## config.mk

```make
export PLATFORM = sky130hd
export DESIGN_NAME = obi_cmd_top
export DESIGN_NICKNAME = d
export VERILOG_FILES = /design/src/hdl/obi_pkg.sv /design/src/hdl/cmd_pkg.sv /design/src/hdl/obi_req_if.sv /design/src/hdl/obi_rsp_if.sv /design/src/hdl/cmd_decode.sv /design/src/hdl/obi_master_fsm.sv /design/src/hdl/rsp_collect.sv /design/src/hdl/obi_cmd_top.sv
export SDC_FILE = /design/constraint.sdc
export NUM_CORES = 1
export LEC_CHECK = 0
export ABC_AREA = 1
export BUFFER_PORTS_ARGS = -buffer_cell sky130_fd_sc_hd__buf_2
export CAP_MARGIN = 30
export CORE_ASPECT_RATIO = 0.6
export CORE_UTILIZATION = 40
export CTS_BUF_LIST = sky130_fd_sc_hd__clkbuf_4
export DETAILED_ROUTE_END_ITERATION = 7
export PLACE_DENSITY = 0.67
export REMOVE_ABC_BUFFERS = 1
export SLEW_MARGIN = 30
export SYNTH_ARGS = -nofsm -noshare
export SYNTH_HDL_FRONTEND = slang
export SYNTH_HIERARCHICAL = 1
export SYNTH_SLANG_ARGS = --single-unit
```

## constraint.sdc

```tcl
create_clock -name clk -period 5 [get_ports clk]
set_input_delay 0.75 -clock clk [delete_from_list [all_inputs] [get_ports clk]]
set_output_delay 0.75 -clock clk [all_outputs]
set_load 0.01 [all_outputs]
```

## src/hdl/obi_pkg.sv

```systemverilog
package obi_pkg;

    // address and data width of the bus.
    localparam int OBI_AW = 32;
    localparam int OBI_DW = 32;

    // one enable per data byte.
    localparam int OBI_BEW = OBI_DW / 8;

    // byte address of command address zero, word aligned.
    localparam logic [OBI_AW-1:0] OBI_BASE = 32'h1000_0000;

endpackage

```

## src/hdl/cmd_pkg.sv

```systemverilog
package cmd_pkg;

    localparam int CMD_W = 32;

    typedef enum logic [1:0] {
        NOP   = 2'd0,
        READ  = 2'd1,
        WRITE = 2'd2
    } cmd_op_e;  // code 3 runs as a nop.

    typedef enum logic [1:0] {
        BYTE = 2'd0,
        HALF = 2'd1,
        WORD = 2'd2
    } cmd_size_e;  // code 3 runs as a word.

    // write form, address counts in words.
    typedef struct packed {
        cmd_op_e     op;
        logic [3:0]  be;
        logic [25:0] word_addr;
    } cmd_wr_t;

    // read form, address counts in bytes.
    typedef struct packed {
        cmd_op_e     op;
        cmd_size_e   size;
        logic [1:0]  spare;
        logic [25:0] byte_addr;
    } cmd_rd_t;

    typedef union packed {
        cmd_wr_t wr;
        cmd_rd_t rd;
    } cmd_word_u;

endpackage

```

## src/hdl/obi_req_if.sv

```systemverilog
`timescale 1ns/1ps

interface obi_req_if;

    logic                         valid;
    logic [obi_pkg::OBI_AW-1:0]   addr;
    logic                         we;
    logic [obi_pkg::OBI_BEW-1:0]  be;
    logic [obi_pkg::OBI_DW-1:0]   wdata;
    cmd_pkg::cmd_size_e           size;
    logic [1:0]                   offset;   // byte lane of a read.
    logic                         take;     // slot consumed this cycle.

    modport dec (
        output valid, addr, we, be, wdata, size, offset,
        input  take
    );

    modport exe (
        input  valid, addr, we, be, wdata, size, offset,
        output take
    );

endinterface

```

## src/hdl/obi_rsp_if.sv

```systemverilog
`timescale 1ns/1ps

interface obi_rsp_if;

    logic                         done;    // rvalid seen.
    logic                         we;
    cmd_pkg::cmd_size_e           size;
    logic [1:0]                   offset;
    logic [obi_pkg::OBI_DW-1:0]   rdata;   // raw bus word.

    modport exe (
        output done, we, size, offset, rdata
    );

    modport res (
        input  done, we, size, offset, rdata
    );

endinterface

```

## src/hdl/cmd_decode.sv

```systemverilog
`timescale 1ns/1ps

module cmd_decode (
    input  logic                          clk,
    input  logic                          rst_n,
    input  logic                          cmd_valid_i,
    input  cmd_pkg::cmd_word_u            cmd_word_i,
    input  logic [obi_pkg::OBI_DW-1:0]    cmd_wdata_i,
    output logic                          cmd_busy_o,
    obi_req_if.dec                        req
);

    logic                         accept;
    logic                         is_rd;
    logic                         is_wr;
    logic                         load;
    logic [obi_pkg::OBI_AW-1:0]   dec_addr;
    logic [obi_pkg::OBI_BEW-1:0]  dec_be;
    logic [1:0]                   dec_offset;
    cmd_pkg::cmd_size_e           dec_size;

    assign cmd_busy_o = req.valid && !req.take;   // a slot being taken can refill.
    assign accept     = cmd_valid_i && !cmd_busy_o;
    assign is_rd      = (cmd_word_i.rd.op == cmd_pkg::READ);
    assign is_wr      = (cmd_word_i.wr.op == cmd_pkg::WRITE);
    assign load       = accept && (is_rd || is_wr);   // nops are swallowed.

    always_comb begin
        dec_addr   = obi_pkg::OBI_BASE + {4'b0, cmd_word_i.wr.word_addr, 2'b00};
        dec_be     = cmd_word_i.wr.be;
        dec_offset = 2'b00;
        dec_size   = cmd_pkg::WORD;
        if (is_rd) begin
            dec_addr   = obi_pkg::OBI_BASE + {6'b0, cmd_word_i.rd.byte_addr[25:2], 2'b00};
            dec_offset = cmd_word_i.rd.byte_addr[1:0];
            dec_size   = cmd_word_i.rd.size;
            case (cmd_word_i.rd.size)
                cmd_pkg::BYTE: begin
                    dec_be = 4'b0001 << dec_offset;
                end
                cmd_pkg::HALF: begin
                    dec_be = 4'b0011 << {dec_offset[1], 1'b0};   // misaligned half goes down.
                end
                default: begin
                    dec_be = 4'b1111;
                end
            endcase
        end
    end

    always_ff @(posedge clk or negedge rst_n) begin
        if (!rst_n) begin
            req.valid <= 1'b0;
        end else if (load) begin
            req.valid <= 1'b1;
        end else if (req.take) begin
            req.valid <= 1'b0;
        end
    end

    always_ff @(posedge clk) begin
        if (load) begin
            req.addr   <= dec_addr;
            req.we     <= is_wr;
            req.be     <= dec_be;
            req.wdata  <= is_wr ? cmd_wdata_i : '0;
            req.size   <= dec_size;
            req.offset <= dec_offset;
        end
    end

    // the host must respect busy, execute owns take.
    a_no_strobe_when_full: assert property (@(posedge clk) disable iff (!rst_n)
        cmd_valid_i |-> !(req.valid && !req.take))
        else $error("command strobe while decode slot is full");

endmodule

```

## src/hdl/obi_master_fsm.sv

```systemverilog
`timescale 1ns/1ps

module obi_master_fsm (
    input  logic                          clk,
    input  logic                          rst_n,
    obi_req_if.exe                        req,
    obi_rsp_if.exe                        rsp,
    output logic                          req_o,
    input  logic                          gnt_i,
    output logic [obi_pkg::OBI_AW-1:0]    addr_o,
    output logic                          we_o,
    output logic [obi_pkg::OBI_BEW-1:0]   be_o,
    output logic [obi_pkg::OBI_DW-1:0]    wdata_o,
    input  logic                          rvalid_i,
    input  logic [obi_pkg::OBI_DW-1:0]    rdata_i
);

    enum logic [1:0] {IDLE, WAIT_GNT, WAIT_RVALID} state_q, state_d;

    cmd_pkg::cmd_size_e size_q;
    logic [1:0]         offset_q;

    assign req.take = (state_q == IDLE) && req.valid;
    assign rsp.done = (state_q == WAIT_RVALID) && rvalid_i;

    assign rsp.we     = we_o;
    assign rsp.size   = size_q;
    assign rsp.offset = offset_q;
    assign rsp.rdata  = rdata_i;

    always_comb begin
        state_d = state_q;
        case (state_q)
            IDLE: begin
                if (req.valid) begin
                    state_d = WAIT_GNT;
                end
            end
            WAIT_GNT: begin
                if (gnt_i) begin
                    state_d = WAIT_RVALID;
                end
            end
            WAIT_RVALID: begin
                if (rvalid_i) begin
                    state_d = IDLE;
                end
            end
            default: begin
                state_d = IDLE;
            end
        endcase
    end

    always_ff @(posedge clk or negedge rst_n) begin
        if (!rst_n) begin
            state_q <= IDLE;
            req_o   <= 1'b0;
            addr_o  <= '0;
            we_o    <= 1'b0;
            be_o    <= '0;
            wdata_o <= '0;
        end else begin
            state_q <= state_d;
            if (req.take) begin
                req_o   <= 1'b1;
                addr_o  <= req.addr;
                we_o    <= req.we;
                be_o    <= req.be;
                wdata_o <= req.wdata;
            end else if (req_o && gnt_i) begin
                req_o <= 1'b0;   // handshake done, fields stay for the response.
            end
        end
    end

    always_ff @(posedge clk) begin
        if (req.take) begin
            size_q   <= req.size;
            offset_q <= req.offset;
        end
    end

    a_req_stable: assert property (@(posedge clk) disable iff (!rst_n)
        req_o && !gnt_i |=> req_o && $stable(addr_o) && $stable(be_o)
                            && $stable(we_o) && $stable(wdata_o))
        else $error("request fields changed before grant");

    a_rvalid_expected: assert property (@(posedge clk) disable iff (!rst_n)
        rvalid_i |-> state_q == WAIT_RVALID)
        else $error("rvalid outside of a granted transaction");

endmodule

```

## src/hdl/rsp_collect.sv

```systemverilog
`timescale 1ns/1ps

module rsp_collect (
    input  logic                          clk,
    input  logic                          rst_n,
    obi_rsp_if.res                        rsp,
    output logic                          rsp_valid_o,
    output logic                          rsp_we_o,
    output logic [obi_pkg::OBI_DW-1:0]    rsp_data_o
);

    logic [1:0]                   shift;
    logic [obi_pkg::OBI_DW-1:0]   shifted;
    logic [obi_pkg::OBI_DW-1:0]   aligned;

    always_comb begin
        shift = rsp.offset;
        if (rsp.size == cmd_pkg::HALF) begin
            shift = {rsp.offset[1], 1'b0};
        end
        shifted = rsp.rdata >> {shift, 3'b000};   // byte lanes down to bit zero.
        case (rsp.size)
            cmd_pkg::BYTE: begin
                aligned = {24'b0, shifted[7:0]};
            end
            cmd_pkg::HALF: begin
                aligned = {16'b0, shifted[15:0]};
            end
            default: begin
                aligned = shifted;
            end
        endcase
    end

    always_ff @(posedge clk or negedge rst_n) begin
        if (!rst_n) begin
            rsp_valid_o <= 1'b0;
        end else begin
            rsp_valid_o <= rsp.done;
        end
    end

    always_ff @(posedge clk) begin
        if (rsp.done) begin
            rsp_we_o   <= rsp.we;
            rsp_data_o <= rsp.we ? '0 : aligned;   // writes carry no data back.
        end
    end

    // the fsm spends at least one idle cycle between two transactions.
    a_rsp_single: assert property (@(posedge clk) disable iff (!rst_n)
        rsp_valid_o |=> !rsp_valid_o)
        else $error("response strobe held two cycles");

endmodule

```

## src/hdl/obi_cmd_top.sv

```systemverilog
`timescale 1ns/1ps

module obi_cmd_top (
    input  logic                          clk,
    input  logic                          rst_n,
    input  logic                          cmd_valid_i,
    input  logic [cmd_pkg::CMD_W-1:0]     cmd_word_i,
    input  logic [obi_pkg::OBI_DW-1:0]    cmd_wdata_i,
    output logic                          cmd_busy_o,
    output logic                          req_o,
    input  logic                          gnt_i,
    output logic [obi_pkg::OBI_AW-1:0]    addr_o,
    output logic                          we_o,
    output logic [obi_pkg::OBI_BEW-1:0]   be_o,
    output logic [obi_pkg::OBI_DW-1:0]    wdata_o,
    input  logic                          rvalid_i,
    input  logic [obi_pkg::OBI_DW-1:0]    rdata_i,
    output logic                          rsp_valid_o,
    output logic                          rsp_we_o,
    output logic [obi_pkg::OBI_DW-1:0]    rsp_data_o
);

    obi_req_if req_if ();
    obi_rsp_if rsp_if ();

    cmd_decode cmd_decode_inst (
        .clk         (clk),
        .rst_n       (rst_n),
        .cmd_valid_i (cmd_valid_i),
        .cmd_word_i  (cmd_word_i),
        .cmd_wdata_i (cmd_wdata_i),
        .cmd_busy_o  (cmd_busy_o),
        .req         (req_if.dec)
    );

    obi_master_fsm obi_master_fsm_inst (
        .clk      (clk),
        .rst_n    (rst_n),
        .req      (req_if.exe),
        .rsp      (rsp_if.exe),
        .req_o    (req_o),
        .gnt_i    (gnt_i),
        .addr_o   (addr_o),
        .we_o     (we_o),
        .be_o     (be_o),
        .wdata_o  (wdata_o),
        .rvalid_i (rvalid_i),
        .rdata_i  (rdata_i)
    );

    rsp_collect rsp_collect_inst (
        .clk         (clk),
        .rst_n       (rst_n),
        .rsp         (rsp_if.res),
        .rsp_valid_o (rsp_valid_o),
        .rsp_we_o    (rsp_we_o),
        .rsp_data_o  (rsp_data_o)
    );

endmodule

```

---- Yosys cells after proc, flatten, opt, wreduce, memory -nomap -nowiden ----
Cells that the tools add are included.
word-level totals
  output and inout port bits .............. 105
  flip-flop bits (word level) ............. 184
  word-level logic and storage cells ...... 60
  bits of input ports ..................... 101
operators by class
  $add $sub $neg .......................... 2
  shift operators ......................... 3
  equality and inequality tests ........... 9
  reductions and logical operators ........ 15
  muxes and demuxes ....................... 13
operator list
  kind                    count
  $pmux 32 s2             1
  $mux 32                 1
  $shr 32x5->32           1
  $add 29x26->30 const A  1
  $add 29x28->30 const A  1
  $eq 2x1->1 const B      4
  $pmux 4 s2              1
  $logic_and 1x1->1       6
  $logic_not 2->1         3
  $mux 2                  3
  $ne 2x2->1 const B      3
  $pmux 2 s3              1
  $mux 1                  5
  $eq 2x2->1 const B      2
  $mux 4                  1
  $reduce_bool 2->1       2
  $shl 1x2->4 const A     1
  $shl 2x2->4 const A     1
  $reduce_and 3->1        1
  $logic_not 1->1         2
  $logic_or 1x1->1        1

---- Logic depth before layout (Yosys ltp) ----
  depth in word-level cells ............... 8
  mapped depth ............................ 8
  gate-level depth less buffers ........... 7

---- Hierarchy ----
The synthesis kept the hierarchy.
modules (own cells, without submodules)
  module          seq. area each (um^2)  cells each  instances  area each (um^2)
  obi_master_fsm  1921.8                 352         1          3209.3
  cmd_decode      2037.0                 265         1          2876.5
  rsp_collect     1016.0                 207         1          1766.7

---- Worst setup path after synthesis ----
No wires, ideal clock.
  path type ............................... flip-flop to flip-flop
  from .................................... reg obi_master_fsm_inst/state_q[0] (netlist name)
  to ...................................... reg cmd_decode_inst.req.addr[10], enable pin
  data required time ...................... 4.506 ns
  setup slack ............................. 0.517 ns
  period minus slack after synthesis ...... 4.483 ns
  cell stages (with the launch flop) ...... 9
  arrival time ............................ 3.989 ns
  cell sequence ........................... dfrtp_1 -> nor2_4 -> nand2_2 -> buf_2 -> inv_1 -> inv_1 -> nand2_1 -> nand2_1 -> nor2_1
on the way
  longest elaborated chain between the ends .. 7
RTL lines
  element                   line                  text
  start: declaration        obi_master_fsm.sv:18  enum logic [1:0] {IDLE, WAIT_GNT, WAIT_RVALID} state_q, state_d;
  start signal: assignment  obi_master_fsm.sv:64  state_q <= state_d;
  $logic_not 2->1           obi_master_fsm.sv:23  assign req.take = (state_q == IDLE) && req.valid;
  $logic_and 1x1->1         obi_master_fsm.sv:23
  via req_if.take           obi_req_if.sv:12      logic take;
  $logic_not 1->1           cmd_decode.sv:22      assign cmd_busy_o = req.valid && !req.take;
  $logic_and 1x1->1         cmd_decode.sv:22
  $logic_not 1->1           cmd_decode.sv:23      assign accept = cmd_valid_i && !cmd_busy_o;
  $logic_and 1x1->1         cmd_decode.sv:23
  $logic_and 1x1->1         cmd_decode.sv:26      assign load = accept && (is_rd || is_wr);
  via cmd_decode_inst.load  cmd_decode.sv:16      logic load;
  end signal: assignment    cmd_decode.sv:63      req.addr <= dec_addr;
  end: declaration          obi_req_if.sv:15      output valid, addr, we, be, wdata, size, offset,
The timed path passes the listed nets, and every way through them passes these cells.
A chain may end at the register's enable or synchronous reset.

---- Worst setup path after layout ----
  from .................................... reg cmd_decode_inst.req.valid
  to ...................................... out cmd_busy_o
on the way
  longest elaborated chain between the ends .. 3
RTL lines
  element                   line                  text
  start: declaration        obi_req_if.sv:15
  start signal: assignment  cmd_decode.sv:53      req.valid <= 1'b0;
  start signal: assignment  cmd_decode.sv:55      req.valid <= 1'b1;
  start signal: assignment  cmd_decode.sv:57      req.valid <= 1'b0;
  $logic_and 1x1->1         obi_master_fsm.sv:23
  $logic_not 1->1           cmd_decode.sv:22
  $logic_and 1x1->1 *       cmd_decode.sv:22
  end: declaration          obi_cmd_top.sv:9      output logic cmd_busy_o,
Every way passes the cells marked *; elsewhere a longest branch is shown, timed or not.

==> impl_summary.log <==
[metrics] Pleak: ~4.7 nW
[metrics] Critical path origin: cmd_decode_inst/req.valid
[metrics] mapped cell area: 7850 sq um
[metrics] Final nets: 1,080
[metrics] length of routed met3 wiring: 1.16 mm
[metrics] Post-CTS Resized: 0
[metrics] Die Y: 111 microns
[metrics] sequential area share after synthesis: 0.634
[metrics] count of clock tree sinks: 178
[metrics] Worst-Margin Slew: 0.942 ns
[metrics] count of max-cap constraint violations: 0
[metrics] Boundary Pins: 206
[metrics] final setup violation count: 0
[metrics] ANT nets after route: 0
[metrics] pin count of the biggest net entering global routing: 75
[metrics] pwr/cell area: roughly 550 nW/um^2
[metrics] M1 wire length: 8.79 mm
[metrics] starting density of the core: 0.411
[metrics] final slew viol count: 0
[metrics] vias after detailed routing: 5,803
[metrics] Die ar.: 20,200 sq um
[metrics] maximum clock skew at final layout: 0.0410 ns
[metrics] width of the die: 183 microns
[metrics] time the final worst path needs with I/O delays and setup: 2.92 ns
[metrics] CP arrival: 2.17 ns
[metrics] total of flip-flops plus latches after synthesis: 178
[metrics] top area cells in the synthesized netlist: sky130_fd_sc_hd__edfxtp_1, sky130_fd_sc_hd__dfrtp_1, sky130_fd_sc_hd__nand2_1
[metrics] number of violations reported at the end of detailed-routing iteration 0: 477
[metrics] top cell type by total area after synthesis: sky130_fd_sc_hd__edfxtp_1
[metrics] maximum resistive drop on vdd: 0.000368 V
[metrics] final weighted congestion in routability-driven placement: 0.833
[metrics] distinct cell type count of the synthesized netlist: 24
[metrics] proportion of layout cells with a drive suffix above 1: 0.258
[metrics] mean routed wirelength per cell: ~14 microns
[metrics] area of all placed cells without fillers: between 9000 and 10,000 sq um
[metrics] clock network latency to the later pin of the worst-skew pair: 0.56 ns
[metrics] RSZ-0062 raised after global routing: false
[metrics] post-synthesis cell count: 824
[metrics] cts hold-fix bufs: 0
[metrics] count of fill cells added during filler insertion: ~1.8k
[metrics] sum of net half-perimeters after detailed placement: 11.5 mm
[metrics] DR pass1 iterations: 5
[metrics] Total Wirelength: 17.7 mm
[metrics] Root Driver: sky130_fd_sc_hd__clkbuf_4
[metrics] crit path max fanout: 45
[metrics] synthesized area divided by synthesized cell count: 9.53 sq um
[metrics] worst-case headroom to the max-slew limit: 0.372
[metrics] type of destination of the critical path: output pin
[metrics] kind of launch point of the worst setup path: flop
[metrics] class of the worst hold path: input port to asynchronous set/reset pin
[metrics] wire length of the first global-routing pass: 28.3 mm
[metrics] Inserted Clock Buffers: 17
[metrics] Final Cycle Share: 0.583
[metrics] Vias per Instance: 4.61
[metrics] Placed Cells incl. Taps: roughly 1.2k
[metrics] total of buffers placed on input and output ports: 205
[metrics] Yosys top cell area share: 0.398
[metrics] clock transition at the registers of the reported paths: 0.16 ns
[metrics] number of buffers between clock root and the deepest sink: 2
[metrics] startpoint of the lowest-slack register-to-register path: cmd_decode_inst/req.valid
[metrics] Final Hold Vio Count: 0
[metrics] DRC violation count after routing: 0
[metrics] required time at the endpoint of the critical path: roughly 4.3 ns
[metrics] antenna violations before repair: 2
[metrics] area grow syn2layout: 15.8%
[metrics] critical path type: flop to output pin
[metrics] Setup Fix Bufs, Post-CTS: 0
[metrics] placement-stage cell area: 8750 sq um
[metrics] standard-cell rows: 39
[metrics] TritonCTS clock tree: built
[metrics] H-tree level count: 4
[metrics] Total Routing Usage GR: 0.182
[metrics] number of global-route vias before repair: 5,458
[metrics] core utilization of the finished layout: 0.476
[metrics] highest attainable clock frequency: 0.343 GHz
[metrics] status: completed
[metrics] number of warnings reported in the yosys synthesis log: 6
[metrics] aggregate global routing overflow: 0
[metrics] WL met2: between 7 and 8 mm
[metrics] final non-filler cell total: 1,258
[metrics] setup_tns: 0 ns
[metrics] core region area: 19,100 sq um
[metrics] top layer reached by signal wires: met4
## cell usage after synthesis (all sizes together)
cell type  instances
nor3               1
nand3            102
clkinv             1
inv               55
a21oi              8
clkbuf             8
nand2            330
edfxtp           104
ha                 2
buf               75
nor2              55
o21ai              7
conb               2
dfrtp             74
## metrics by stage
stage          hold WS, ns  total power [mW]  setup WS [ns]
2_1_floorplan        0.400              3.33          -1.12
3_3_place_gp         0.403              4.05           2.55
3_5_place_dp         0.407              4.11           2.53
4_1_cts              0.170              5.05           2.01
5_1_grt              0.171              5.37           1.89
6_report             0.201              4.99           2.08
## metal layers
| layer | up-vias | GRT usage |
|---|---|---|
| met5 | - | 0 |
| met4 | 0 | 0.0472 |
| met3 | 11 | 0.0465 |
| met2 | 234 | 0.258 |
| met1 | 2674 | 0.276 |
| li1 | 2884 | - |
## layout by cell type (no fill, tap or decap), drive strengths merged
| master | instances |
|---|---|
| nor2 | 55 |
| o21ai | 7 |
| nor3 | 1 |
| a21oi | 8 |
| ha | 2 |
| bufinv | 4 |
| inv | 61 |
| nand3 | 102 |
| buf | 213 |
| clkbuf | 19 |
| clkinv | 4 |
| edfxtp | 104 |
| nand2 | 330 |
| dfrtp | 74 |
| diode | 2 |
| conb | 6 |
## flip-flops by register name, indices dropped and copies added, names as in the netlist, 2 cells and up
register,flops
rsp_collect_inst/rsp_data_o,32
cmd_decode_inst/req.size,2
obi_master_fsm_inst/rsp.offset,2
cmd_decode_inst/req.be,4
obi_master_fsm_inst/state_q,2
obi_master_fsm_inst/addr_o,32
cmd_decode_inst/req.offset,2
cmd_decode_inst/req.addr,26
obi_master_fsm_inst/be_o,4
obi_master_fsm_inst/rsp.size,2
cmd_decode_inst/req.wdata,32
obi_master_fsm_inst/wdata_o,32
## power by group
part | internal (mW) | total, mW | switching, mW
combinational | 0.579 | 1.74 | 1.16
clock | 0.422 | 0.939 | 0.517
sequential | 2.04 | 2.32 | 0.276
total | 3.04 | 4.99 | 1.95
## area by class of cell
cell class | instances | area [sq um] | area share
flip-flops and latches | 178 | 4980 | 0.547
well taps | 266 | 333 | 0.0366
repair buffers | 213 | 1100 | 0.121
inverters | 56 | 213 | 0.0234
multi-input cells | 511 | 2130 | 0.234
clock inverters | 13 | 196 | 0.0216
clock buffers | 19 | 143 | 0.0157
diodes | 2 | 5.00 | 0.000550
## critical path, stage by stage, from the launching register on
cell and delay [ns]:
sky130_fd_sc_hd__dfrtp_2 0.71, sky130_fd_sc_hd__buf_4 0.54, sky130_fd_sc_hd__nand2_1 0.17, sky130_fd_sc_hd__inv_1 0.07
sky130_fd_sc_hd__buf_2 0.13
## final timing paths
check	to	slack [ns]	depth (start not counted)
min in group clk	obi_master_fsm_inst/rsp.offset[0]	0.41	0
max in group asynchronous	cmd_decode_inst/req.valid	4.26	1
hold reg to reg	obi_master_fsm_inst/rsp.offset[0]	0.41	0
setup / recovery	cmd_busy_o	2.08	4
setup reg to reg	cmd_decode_inst/req.be[0]	2.56	5
hold / removal	obi_master_fsm_inst/addr_o[20]	0.20	1
## logic make-up (layout without fill, tap and decap cells)
logic type | Yosys count | count (layout) | synth area share
fa+ha+maj | 2 | 2 | 0.00319
buf+inv | 139 | 301 | 0.0986
flops | 178 | 178 | 0.634
simple gates | 488 | 488 | 0.254
compound gates | 15 | 15 | 0.00956
other cells | 2 | 8 | 0.000956
No activity file was read; power rests on OpenSTA's default activity.
